$ cat src/dcpl_stream_pkg.sv
// Stream widths and decoupler enable shared by the shell side and the user side.
// Keep width is always derived from the data width. Only whole bytes are supported.
package dcpl_stream_pkg;

  // Default data width of both stream directions.
  localparam int unsigned AXI_DATA_BITS = 64;

  // One keep bit per data byte.
  localparam int unsigned AXI_KEEP_BITS = AXI_DATA_BITS / 8;

  // 1 blocks valid/ready on decouple. 0 turns each decoupler into a pass-through,
  // while the packet gates still track boundaries and report status.
  localparam int unsigned EN_DCPL_DEFAULT = 1;

endpackage

$ cat src/dcpl_csr_pkg.sv
// Register map of the decoupling block. Four 32-bit words on a 2-bit word address.
// CTRL and STATUS share the per-direction bit layout.
package dcpl_csr_pkg;

  // Register data width.
  localparam int unsigned CSR_DATA_BITS = 32;

  // Word address, no byte lanes.
  typedef logic [1:0] csr_addr_t;

  // Register map.
  localparam csr_addr_t CSR_CTRL     = 2'd0; // Decouple requests, read/write.
  localparam csr_addr_t CSR_STATUS   = 2'd1; // Live decouple state, read only.
  localparam csr_addr_t CSR_H2C_PKTS = 2'd2; // h2c packet count, write clears.
  localparam csr_addr_t CSR_C2H_PKTS = 2'd3; // c2h packet count, write clears.

  // Bit positions in CTRL and STATUS.
  localparam int unsigned CTRL_H2C_BIT = 0; // Host-to-card direction.
  localparam int unsigned CTRL_C2H_BIT = 1; // Card-to-host direction.

endpackage

$ cat src/axis_decoupler_static.sv
`timescale 1ns/1ps
// Combinational stage, no buffering. While decouple is high, beats wait upstream.
// EN_DCPL = 0 gives a straight pass-through and decouple is ignored.
module axis_decoupler_static
  import dcpl_stream_pkg::*;
#(
  parameter int unsigned DATA_BITS = AXI_DATA_BITS,
  parameter int unsigned EN_DCPL   = EN_DCPL_DEFAULT
) (
  input  logic                   decouple,

  // Slave side, from the producer.
  input  logic                   s_tvalid,
  output logic                   s_tready,
  input  logic [DATA_BITS-1:0]   s_tdata,
  input  logic [DATA_BITS/8-1:0] s_tkeep,
  input  logic                   s_tlast,

  // Master side, toward the consumer.
  output logic                   m_tvalid,
  input  logic                   m_tready,
  output logic [DATA_BITS-1:0]   m_tdata,
  output logic [DATA_BITS/8-1:0] m_tkeep,
  output logic                   m_tlast
);

  if (EN_DCPL == 1) begin : g_dcpl
    // Handshake blocked in both directions while decoupled.
    assign m_tvalid = decouple ? 1'b0 : s_tvalid; // Hide beats from consumer.
    assign s_tready = decouple ? 1'b0 : m_tready; // Stall producer.

    // Payload always forwarded, qualified by m_tvalid.
    assign m_tdata = s_tdata;
    assign m_tkeep = s_tkeep;
    assign m_tlast = s_tlast;
  end else begin : g_bypass
    // Plain wire-through.
    assign m_tvalid = s_tvalid;
    assign s_tready = m_tready; // Back-pressure straight through.
    assign m_tdata  = s_tdata;
    assign m_tkeep  = s_tkeep;
    assign m_tlast  = s_tlast;
  end

endmodule

$ cat src/axis_dcpl_gate.sv
`timescale 1ns/1ps
// Observes the decoupler slave handshake only. Not in the data path.
// Requests are held off until the current packet has been accepted in full.
module axis_dcpl_gate
  import dcpl_stream_pkg::*;
#(
  parameter int unsigned DATA_BITS = AXI_DATA_BITS
) (
  input  logic aclk,
  input  logic arst_n,

  // Decouple request from the register block.
  input  logic req,

  // Observed slave-side handshake of the decoupler.
  input  logic s_tvalid,
  input  logic s_tready,
  input  logic s_tlast,

  output logic decouple, // Effective decouple, also reported as status.
  output logic pkt_done  // One cycle per accepted tlast beat.
);

  logic beat_acc; // Beat transfers this cycle.
  logic in_pkt;   // Between first and last beat of a packet.

  // Byte-granular keep is assumed along the whole path.
  if ((DATA_BITS % 8) != 0) begin : g_width_chk
    $error("stream data width must be a multiple of 8");
  end

  assign beat_acc = s_tvalid && s_tready;

  // Packet tracking.
  // Set by a non-last beat, cleared by the last one.
  // Single-beat packets never set it.
  always_ff @(posedge aclk or negedge arst_n) begin
    if (!arst_n) begin
      in_pkt <= 1'b0;
    end else if (beat_acc) begin
      in_pkt <= !s_tlast;
    end
  end

  // Request takes effect only at a packet boundary.
  // Release is immediate since req drops straight through.
  assign decouple = req && !in_pkt;

  // Completed packet, counted by the register block.
  assign pkt_done = beat_acc && s_tlast;

  // A rising decouple means the stream was idle or its last beat just went through.
  a_boundary: assert property (
    @(posedge aclk) disable iff (!arst_n)
    $rose(decouple) |-> (!$past(in_pkt) || $past(beat_acc && s_tlast))
  ) else $error("decouple rose inside a packet");

  // A presented beat must stay until accepted, or the packet flag loses track.
  a_valid_hold: assert property (
    @(posedge aclk) disable iff (!arst_n)
    (s_tvalid && !s_tready) |=> (s_tvalid && $stable(s_tlast))
  ) else $error("source dropped or changed a beat before acceptance");

endmodule

$ cat src/dcpl_csr.sv
`timescale 1ns/1ps
// Plain strobe register port: one-cycle write, read data one cycle after csr_rd.
// Counters wrap at 32 bits. Writing a counter address clears it, STATUS ignores writes.
module dcpl_csr
  import dcpl_csr_pkg::*;
(
  input  logic                     aclk,
  input  logic                     arst_n,

  // Register port.
  input  logic                     csr_wr,
  input  logic                     csr_rd,
  input  csr_addr_t                csr_addr,
  input  logic [CSR_DATA_BITS-1:0] csr_wdata,
  output logic [CSR_DATA_BITS-1:0] csr_rdata,
  output logic                     csr_rvalid,

  // Requests to the packet gates.
  output logic                     dcpl_req_h2c,
  output logic                     dcpl_req_c2h,

  // Effective decouple from the gates.
  input  logic                     dcpl_h2c,
  input  logic                     dcpl_c2h,

  // Completed-packet pulses.
  input  logic                     pkt_done_h2c,
  input  logic                     pkt_done_c2h
);

  logic [1:0]               ctrl_q;     // Decouple request bits.
  logic [CSR_DATA_BITS-1:0] h2c_pkts_q; // Packets passed, h2c.
  logic [CSR_DATA_BITS-1:0] c2h_pkts_q; // Packets passed, c2h.
  logic [CSR_DATA_BITS-1:0] status_w;   // Live status word.
  logic [CSR_DATA_BITS-1:0] rd_word;    // Selected read value.
  logic                     wr_ctrl;
  logic                     clr_h2c;
  logic                     clr_c2h;

  // Write decode.
  assign wr_ctrl = csr_wr && (csr_addr == CSR_CTRL);
  assign clr_h2c = csr_wr && (csr_addr == CSR_H2C_PKTS);
  assign clr_c2h = csr_wr && (csr_addr == CSR_C2H_PKTS);

  // Control register, visible on the requests the next cycle.
  always_ff @(posedge aclk or negedge arst_n) begin
    if (!arst_n) begin
      ctrl_q <= 2'b00; // Nothing decoupled out of reset.
    end else if (wr_ctrl) begin
      ctrl_q[CTRL_H2C_BIT] <= csr_wdata[CTRL_H2C_BIT];
      ctrl_q[CTRL_C2H_BIT] <= csr_wdata[CTRL_C2H_BIT];
    end
  end

  assign dcpl_req_h2c = ctrl_q[CTRL_H2C_BIT];
  assign dcpl_req_c2h = ctrl_q[CTRL_C2H_BIT];

  // Packet counters. Clear wins over a same-cycle packet.
  always_ff @(posedge aclk or negedge arst_n) begin
    if (!arst_n) begin
      h2c_pkts_q <= '0;
      c2h_pkts_q <= '0;
    end else begin
      if (clr_h2c) begin
        h2c_pkts_q <= '0;
      end else if (pkt_done_h2c) begin
        h2c_pkts_q <= h2c_pkts_q + 1'b1; // Wraps.
      end
      if (clr_c2h) begin
        c2h_pkts_q <= '0;
      end else if (pkt_done_c2h) begin
        c2h_pkts_q <= c2h_pkts_q + 1'b1;
      end
    end
  end

  // Status reflects the gates directly, not the requests.
  always_comb begin
    status_w               = '0;
    status_w[CTRL_H2C_BIT] = dcpl_h2c;
    status_w[CTRL_C2H_BIT] = dcpl_c2h;
  end

  // Read select.
  always_comb begin
    case (csr_addr)
      CSR_CTRL:     rd_word = {{(CSR_DATA_BITS-2){1'b0}}, ctrl_q};
      CSR_STATUS:   rd_word = status_w;
      CSR_H2C_PKTS: rd_word = h2c_pkts_q; // Value before any same-cycle clear.
      default:      rd_word = c2h_pkts_q;
    endcase
  end

  // Read valid, one cycle after the strobe.
  always_ff @(posedge aclk or negedge arst_n) begin
    if (!arst_n) begin
      csr_rvalid <= 1'b0;
    end else begin
      csr_rvalid <= csr_rd;
    end
  end

  // Read data, only meaningful with csr_rvalid.
  always_ff @(posedge aclk) begin
    if (csr_rd) begin
      csr_rdata <= rd_word;
    end
  end

  // Every read answers in the next cycle, and only reads do.
  a_rd_resp: assert property (
    @(posedge aclk) disable iff (!arst_n)
    csr_rd |=> csr_rvalid
  ) else $error("read strobe without response");

  a_rd_only: assert property (
    @(posedge aclk) disable iff (!arst_n)
    csr_rvalid |-> $past(csr_rd)
  ) else $error("read response without strobe");

endmodule

$ cat src/dcpl_top.sv
`timescale 1ns/1ps
// Shell-to-user decoupling for both stream directions plus the register block.
// Decouple requests wait for packet boundaries. No buffering, no tuser or tid.
module dcpl_top
  import dcpl_stream_pkg::*;
  import dcpl_csr_pkg::*;
#(
  parameter int unsigned DATA_BITS = AXI_DATA_BITS,
  parameter int unsigned EN_DCPL   = EN_DCPL_DEFAULT
) (
  input  logic                     aclk,
  input  logic                     arst_n,

  // h2c slave stream, from the shell.
  input  logic                     h2c_s_tvalid,
  output logic                     h2c_s_tready,
  input  logic [DATA_BITS-1:0]     h2c_s_tdata,
  input  logic [DATA_BITS/8-1:0]   h2c_s_tkeep,
  input  logic                     h2c_s_tlast,

  // h2c master stream, to the user region.
  output logic                     h2c_m_tvalid,
  input  logic                     h2c_m_tready,
  output logic [DATA_BITS-1:0]     h2c_m_tdata,
  output logic [DATA_BITS/8-1:0]   h2c_m_tkeep,
  output logic                     h2c_m_tlast,

  // c2h slave stream, from the user region.
  input  logic                     c2h_s_tvalid,
  output logic                     c2h_s_tready,
  input  logic [DATA_BITS-1:0]     c2h_s_tdata,
  input  logic [DATA_BITS/8-1:0]   c2h_s_tkeep,
  input  logic                     c2h_s_tlast,

  // c2h master stream, to the shell.
  output logic                     c2h_m_tvalid,
  input  logic                     c2h_m_tready,
  output logic [DATA_BITS-1:0]     c2h_m_tdata,
  output logic [DATA_BITS/8-1:0]   c2h_m_tkeep,
  output logic                     c2h_m_tlast,

  // Register port.
  input  logic                     csr_wr,
  input  logic                     csr_rd,
  input  csr_addr_t                csr_addr,
  input  logic [CSR_DATA_BITS-1:0] csr_wdata,
  output logic [CSR_DATA_BITS-1:0] csr_rdata,
  output logic                     csr_rvalid
);

  logic dcpl_req_h2c; // Requests from CTRL.
  logic dcpl_req_c2h;
  logic dcpl_h2c;     // Effective decouple, also STATUS.
  logic dcpl_c2h;
  logic pkt_done_h2c; // Completed-packet pulses.
  logic pkt_done_c2h;

  dcpl_csr u_csr (
    .aclk         (aclk),
    .arst_n       (arst_n),
    .csr_wr       (csr_wr),
    .csr_rd       (csr_rd),
    .csr_addr     (csr_addr),
    .csr_wdata    (csr_wdata),
    .csr_rdata    (csr_rdata),
    .csr_rvalid   (csr_rvalid),
    .dcpl_req_h2c (dcpl_req_h2c),
    .dcpl_req_c2h (dcpl_req_c2h),
    .dcpl_h2c     (dcpl_h2c),
    .dcpl_c2h     (dcpl_c2h),
    .pkt_done_h2c (pkt_done_h2c),
    .pkt_done_c2h (pkt_done_c2h)
  );

  // h2c direction. Gate watches the decoupler slave side.
  axis_dcpl_gate #(.DATA_BITS(DATA_BITS)) u_gate_h2c (
    .aclk     (aclk),
    .arst_n   (arst_n),
    .req      (dcpl_req_h2c),
    .s_tvalid (h2c_s_tvalid),
    .s_tready (h2c_s_tready),
    .s_tlast  (h2c_s_tlast),
    .decouple (dcpl_h2c),
    .pkt_done (pkt_done_h2c)
  );

  axis_decoupler_static #(.DATA_BITS(DATA_BITS), .EN_DCPL(EN_DCPL)) u_dcpl_h2c (
    .decouple (dcpl_h2c),
    .s_tvalid (h2c_s_tvalid),
    .s_tready (h2c_s_tready),
    .s_tdata  (h2c_s_tdata),
    .s_tkeep  (h2c_s_tkeep),
    .s_tlast  (h2c_s_tlast),
    .m_tvalid (h2c_m_tvalid),
    .m_tready (h2c_m_tready),
    .m_tdata  (h2c_m_tdata),
    .m_tkeep  (h2c_m_tkeep),
    .m_tlast  (h2c_m_tlast)
  );

  // c2h direction, same arrangement.
  axis_dcpl_gate #(.DATA_BITS(DATA_BITS)) u_gate_c2h (
    .aclk     (aclk),
    .arst_n   (arst_n),
    .req      (dcpl_req_c2h),
    .s_tvalid (c2h_s_tvalid),
    .s_tready (c2h_s_tready),
    .s_tlast  (c2h_s_tlast),
    .decouple (dcpl_c2h),
    .pkt_done (pkt_done_c2h)
  );

  axis_decoupler_static #(.DATA_BITS(DATA_BITS), .EN_DCPL(EN_DCPL)) u_dcpl_c2h (
    .decouple (dcpl_c2h),
    .s_tvalid (c2h_s_tvalid),
    .s_tready (c2h_s_tready),
    .s_tdata  (c2h_s_tdata),
    .s_tkeep  (c2h_s_tkeep),
    .s_tlast  (c2h_s_tlast),
    .m_tvalid (c2h_m_tvalid),
    .m_tready (c2h_m_tready),
    .m_tdata  (c2h_m_tdata),
    .m_tkeep  (c2h_m_tkeep),
    .m_tlast  (c2h_m_tlast)
  );

endmodule

$ cat config.mk
export PLATFORM = sky130hd
export DESIGN_NAME = dcpl_top
export DESIGN_NICKNAME = d
export VERILOG_FILES = /design/src/dcpl_stream_pkg.sv /design/src/dcpl_csr_pkg.sv /design/src/axis_decoupler_static.sv /design/src/axis_dcpl_gate.sv /design/src/dcpl_csr.sv /design/src/dcpl_top.sv
export SDC_FILE = /design/constraint.sdc
export NUM_CORES = 1
export LEC_CHECK = 0
export ABC_AREA = 0
export BUFFER_PORTS_ARGS = -buffer_cell sky130_fd_sc_hd__buf_2
export CAP_MARGIN = 20
export CORE_AREA = 2 2 144 146
export DETAILED_ROUTE_END_ITERATION = 12
export DIE_AREA = 0 0 146 148
export MAX_ROUTING_LAYER = met4
export PLACE_DENSITY = 0.69
export SYNTH_ARGS = -nofsm -noshare
export SYNTH_HDL_FRONTEND = slang
export SYNTH_HIERARCHICAL = 1
export SYNTH_SLANG_ARGS = --single-unit
export TNS_END_PERCENT = 1
$ cat constraint.sdc
create_clock -name aclk -period 2.35 [get_ports aclk]
set_input_delay 0.47 -clock aclk [delete_from_list [all_inputs] [get_ports aclk]]
set_output_delay 0.47 -clock aclk [all_outputs]
set_load 0.02 [all_outputs]
==> out/results.ini <==
[setup_path]
cp_common_cell = nor2b_4
cp.arrival_ns = 2.56
cp-end-kind = flip-flop
cp_cell_sequence = nor2b_4, nor2b_4, and3_4, nand4_4, or4_4, buf_6, or3_1, a21oi_1
critPathMaxStageDelay_ns = 0.56
worst-path-max-fanout = 15
cp_slowest_cell = or4_4
r2r_cells = 8
cp.required_ns = 2.62
criticalPathCategory = flip-flop to flip-flop
critPathLaunchType = flip-flop
rrSetupSlack_ns = 0.06

[final_layout]
antenna_cells = 0
final_cells = 834
nets = 749
drive_gt1_frac = 0.2234
regArea_sq_mm = 0.002688
fillCellCount = 2081
syn_to_final_growth_pct = 1.498
multiInputGateArea_sq_mm = 0.002381
fin_util = 0.3173
design_area_sq_mm = 0.006359

[drt]
dr.first_iter.drc_count = 368
final_antenna_net_count = 0
dr_total_vias = 4305
via_per_inst = 5.162
first_pass_iters = 5
routed_wl_mm = 14.64
wl_per_cell_microns = 17.55
drc = 0

[power_and_ir_drop]
clock_power_share = 0.431
intPower_uw = 3205
p_comb_frac = 0.093
p_switching_uw = 961.7
seqPwrFrac = 0.477
vdd_drop_max_uv = 346.5
swShare = 0.2308
cellPowerDensity_mw_per_mm2 = 655.4
p_leak_uw = 0.002545

[grt]
gr-usage-all-layers = 0.1410
grt_max_degree = 51
overflow = 0
grt_antenna_before_repair = 0
grt_pass1_wl_mm = 23.36
grt_pass1_vias = 4189

[floorplan]
die_h_microns = 148
die_w_microns = 146
core_sq_mm = 0.02004
ios = 371
die_area_sq_mm = 0.02161
rows = 52
start_util = 0.3126

[synthesis]
synth_ff_type = dfrtp_1
yosysSeqAreaShare = 0.4290
yosysWarningCount = 6
syn-mean-instance-area_sq_um = 9.897
syn_nets = 823
ys_ff_latch = 101
synth-edff-count = 32
synth_cells = 633
synth_cell_types = 47
synthArstFlopShare = 0.6832
synth.cell_area_sq_mm = 0.006265

[placement]
dp_slack_ns = -0.008804
place_area_sq_mm = 0.005958
dp.cells = 816
place_hpwl_mm = 10.47
place_congestion = 0.8872
port_buffers = 52

[clock_tree]
ctsRootBufferMaster = clkbuf_16
cts_buffers = 9
h-tree-depth = 3
clockBufferDepth = 2
insertion_delay_ns = 0.35
cts_tree = done
clk_pin_slew_ns = 0.07
clock-sinks = 101

[sta]
setup_viol = 0
slew_violations = 0
clock_skew_ns = 0.007219
slew_headroom = 0.5942
grt_setup_unrepaired = false
setup_tns_ns = 0
hold_violations = 0
max_freq_mhz = 436.3
worst_slack_ns = 0.05790
worstMarginPinSlew_ns = 0.6081
period_minus_slack_ns = 2.292
period_share = 0.9754

[job]
cap_violations = 0

[run_status]
outcome = complete, no violations

[min_path]
min_path_type = primary input to async pin

==> cells in the mapped netlist, drive strengths merged (2+ instances only) <==
| master | number | area share |
|---|---|---|
| a21oi | 32 | 0.026 |
| and2 | 3 | 0.0030 |
| edfxtp | 32 | 0.15 |
| mux4 | 2 | 0.0072 |
| nand3 | 19 | 0.015 |
| or3 | 14 | 0.014 |
| clkbuf | 22 | 0.013 |
| buf | 151 | 0.18 |
| nor3 | 7 | 0.0056 |
| xnor2 | 12 | 0.017 |
| ha | 2 | 0.0040 |
| nand2 | 30 | 0.018 |
| nor4 | 8 | 0.0080 |
| and4 | 7 | 0.0098 |
| mux2 | 3 | 0.0054 |
| o311ai | 5 | 0.0070 |
| or2 | 2 | 0.0020 |
| xor2 | 10 | 0.014 |
| dfrtp | 69 | 0.28 |
| o31ai | 13 | 0.016 |
| mux2i | 34 | 0.054 |
| o21ai | 15 | 0.012 |
| nor2 | 29 | 0.018 |
| nand4 | 21 | 0.024 |
| o41ai | 6 | 0.0084 |
| nand2b | 6 | 0.0060 |
| and3 | 9 | 0.011 |
| or4 | 16 | 0.019 |
| inv | 8 | 0.0048 |
| nor2b | 36 | 0.036 |
==> per-layer routing <==
| metal | vias up | wire length (microns) | GRT usage |
|---|---|---|---|
| met4 | 0 | 457 | 0.05097 |
| met3 | 63 | 1496 | 0.06049 |
| li1 | 1958 | - | - |
| met1 | 2057 | 6379 | 0.1790 |
| met2 | 227 | 6303 | 0.2002 |
| met5 | - | 0 | - |
==> per-stage QoR <==
step           power (uW)  hold WS [ns]
2_1_floorplan        2598        0.1744
3_3_place_gp         2407        0.4672
3_5_place_dp         2414        0.4699
4_1_cts              4210       0.09821
5_1_grt              4323        0.1143
6_report             4167       0.08553
==> cell families (layout without fill, tap and decap cells) <==
logic type	after synthesis	in the layout	synth area share
AOI/OAI and AO/OA	77	77	0.07649
adders and majority gates	2	2	0.003994
buffers and inverters	181	112	0.1981
and+or+nand+nor	211	211	0.1947
muxes	39	39	0.06691
xor gates and xnor gates	22	22	0.03076
DFF	101	101	0.4290
==> power by group through the flow <==
stage	Clock, uW	Combinational, uW	Sequential (uW)
3_5_place_dp	0	391	2020
4_1_cts	1830	393	1990
2_1_floorplan	0	553	2050
3_3_place_gp	0	383	2020
5_1_grt	1900	426	2000
6_report	1790	386	1990
==> final timing paths <==
kind	endpoint	startpoint
hold reg to reg	u_gate_c2h/in_pkt	u_gate_c2h/in_pkt
min in group aclk	u_csr/ctrl_q[0]	csr_wdata[0]
max in group asynchronous	u_csr/h2c_pkts_q[5]	arst_n
setup / recovery	u_csr/h2c_pkts_q[23]	u_csr/ctrl_q[0]
hold / removal	u_csr/csr_rvalid	arst_n
setup reg to reg	u_csr/h2c_pkts_q[23]	u_csr/ctrl_q[0]
==> layout by cell type (no fill, tap or decap), drive strengths merged, types with 5 or more instances in the layout <==
cell,netlist,routed
o31ai,13,13
nand2b,6,6
clkbuf,22,9
and4,7,7
nand3,19,19
nand4,21,21
dfrtp,69,69
xor2,10,10
or4,16,16
nor2,29,29
edfxtp,32,32
nor3,7,7
o311ai,5,5
xnor2,12,12
o21ai,15,15
mux2i,34,34
o41ai,6,6
buf,151,88
nor4,8,8
and3,9,9
or3,14,14
a21oi,32,32
nor2b,36,36
inv,8,8
nand2,30,30
==> worst max-delay path: cells and delay by family, from the launching register on <==
kind	cells	cell delay, ns
simple gates	6	1.46
buf+inv	1	0.17
flops	1	0.41
compound gates	1	0.16
==> flip-flops by register name, indices dropped and copies added (netlist names) <==
signal,flops
u_csr/c2h_pkts_q,32
u_csr/csr_rdata,32
u_csr/csr_rvalid,1
u_csr/ctrl_q,2
u_csr/h2c_pkts_q,32
u_gate_c2h/in_pkt,1
u_gate_h2c/in_pkt,1
==> final cells by class <==
class / instances / share of cell area
clock buffers: 9 / 0.03542
clock inverters: 7 / 0.02165
inverters: 8 / 0.004723
multi-input cells: 351 / 0.3745
flip-flops and latches: 101 / 0.4227
well taps: 270 / 0.05313
repair buffers: 88 / 0.08796
==> what timing repair did <==
item	in CTS	in global routing
hold buffers	0	0
setup buffers	0	2
endpoints found under the setup margin	0	10
resized for setup	0	7
Note: power is estimated with default switching activity, not from simulation.
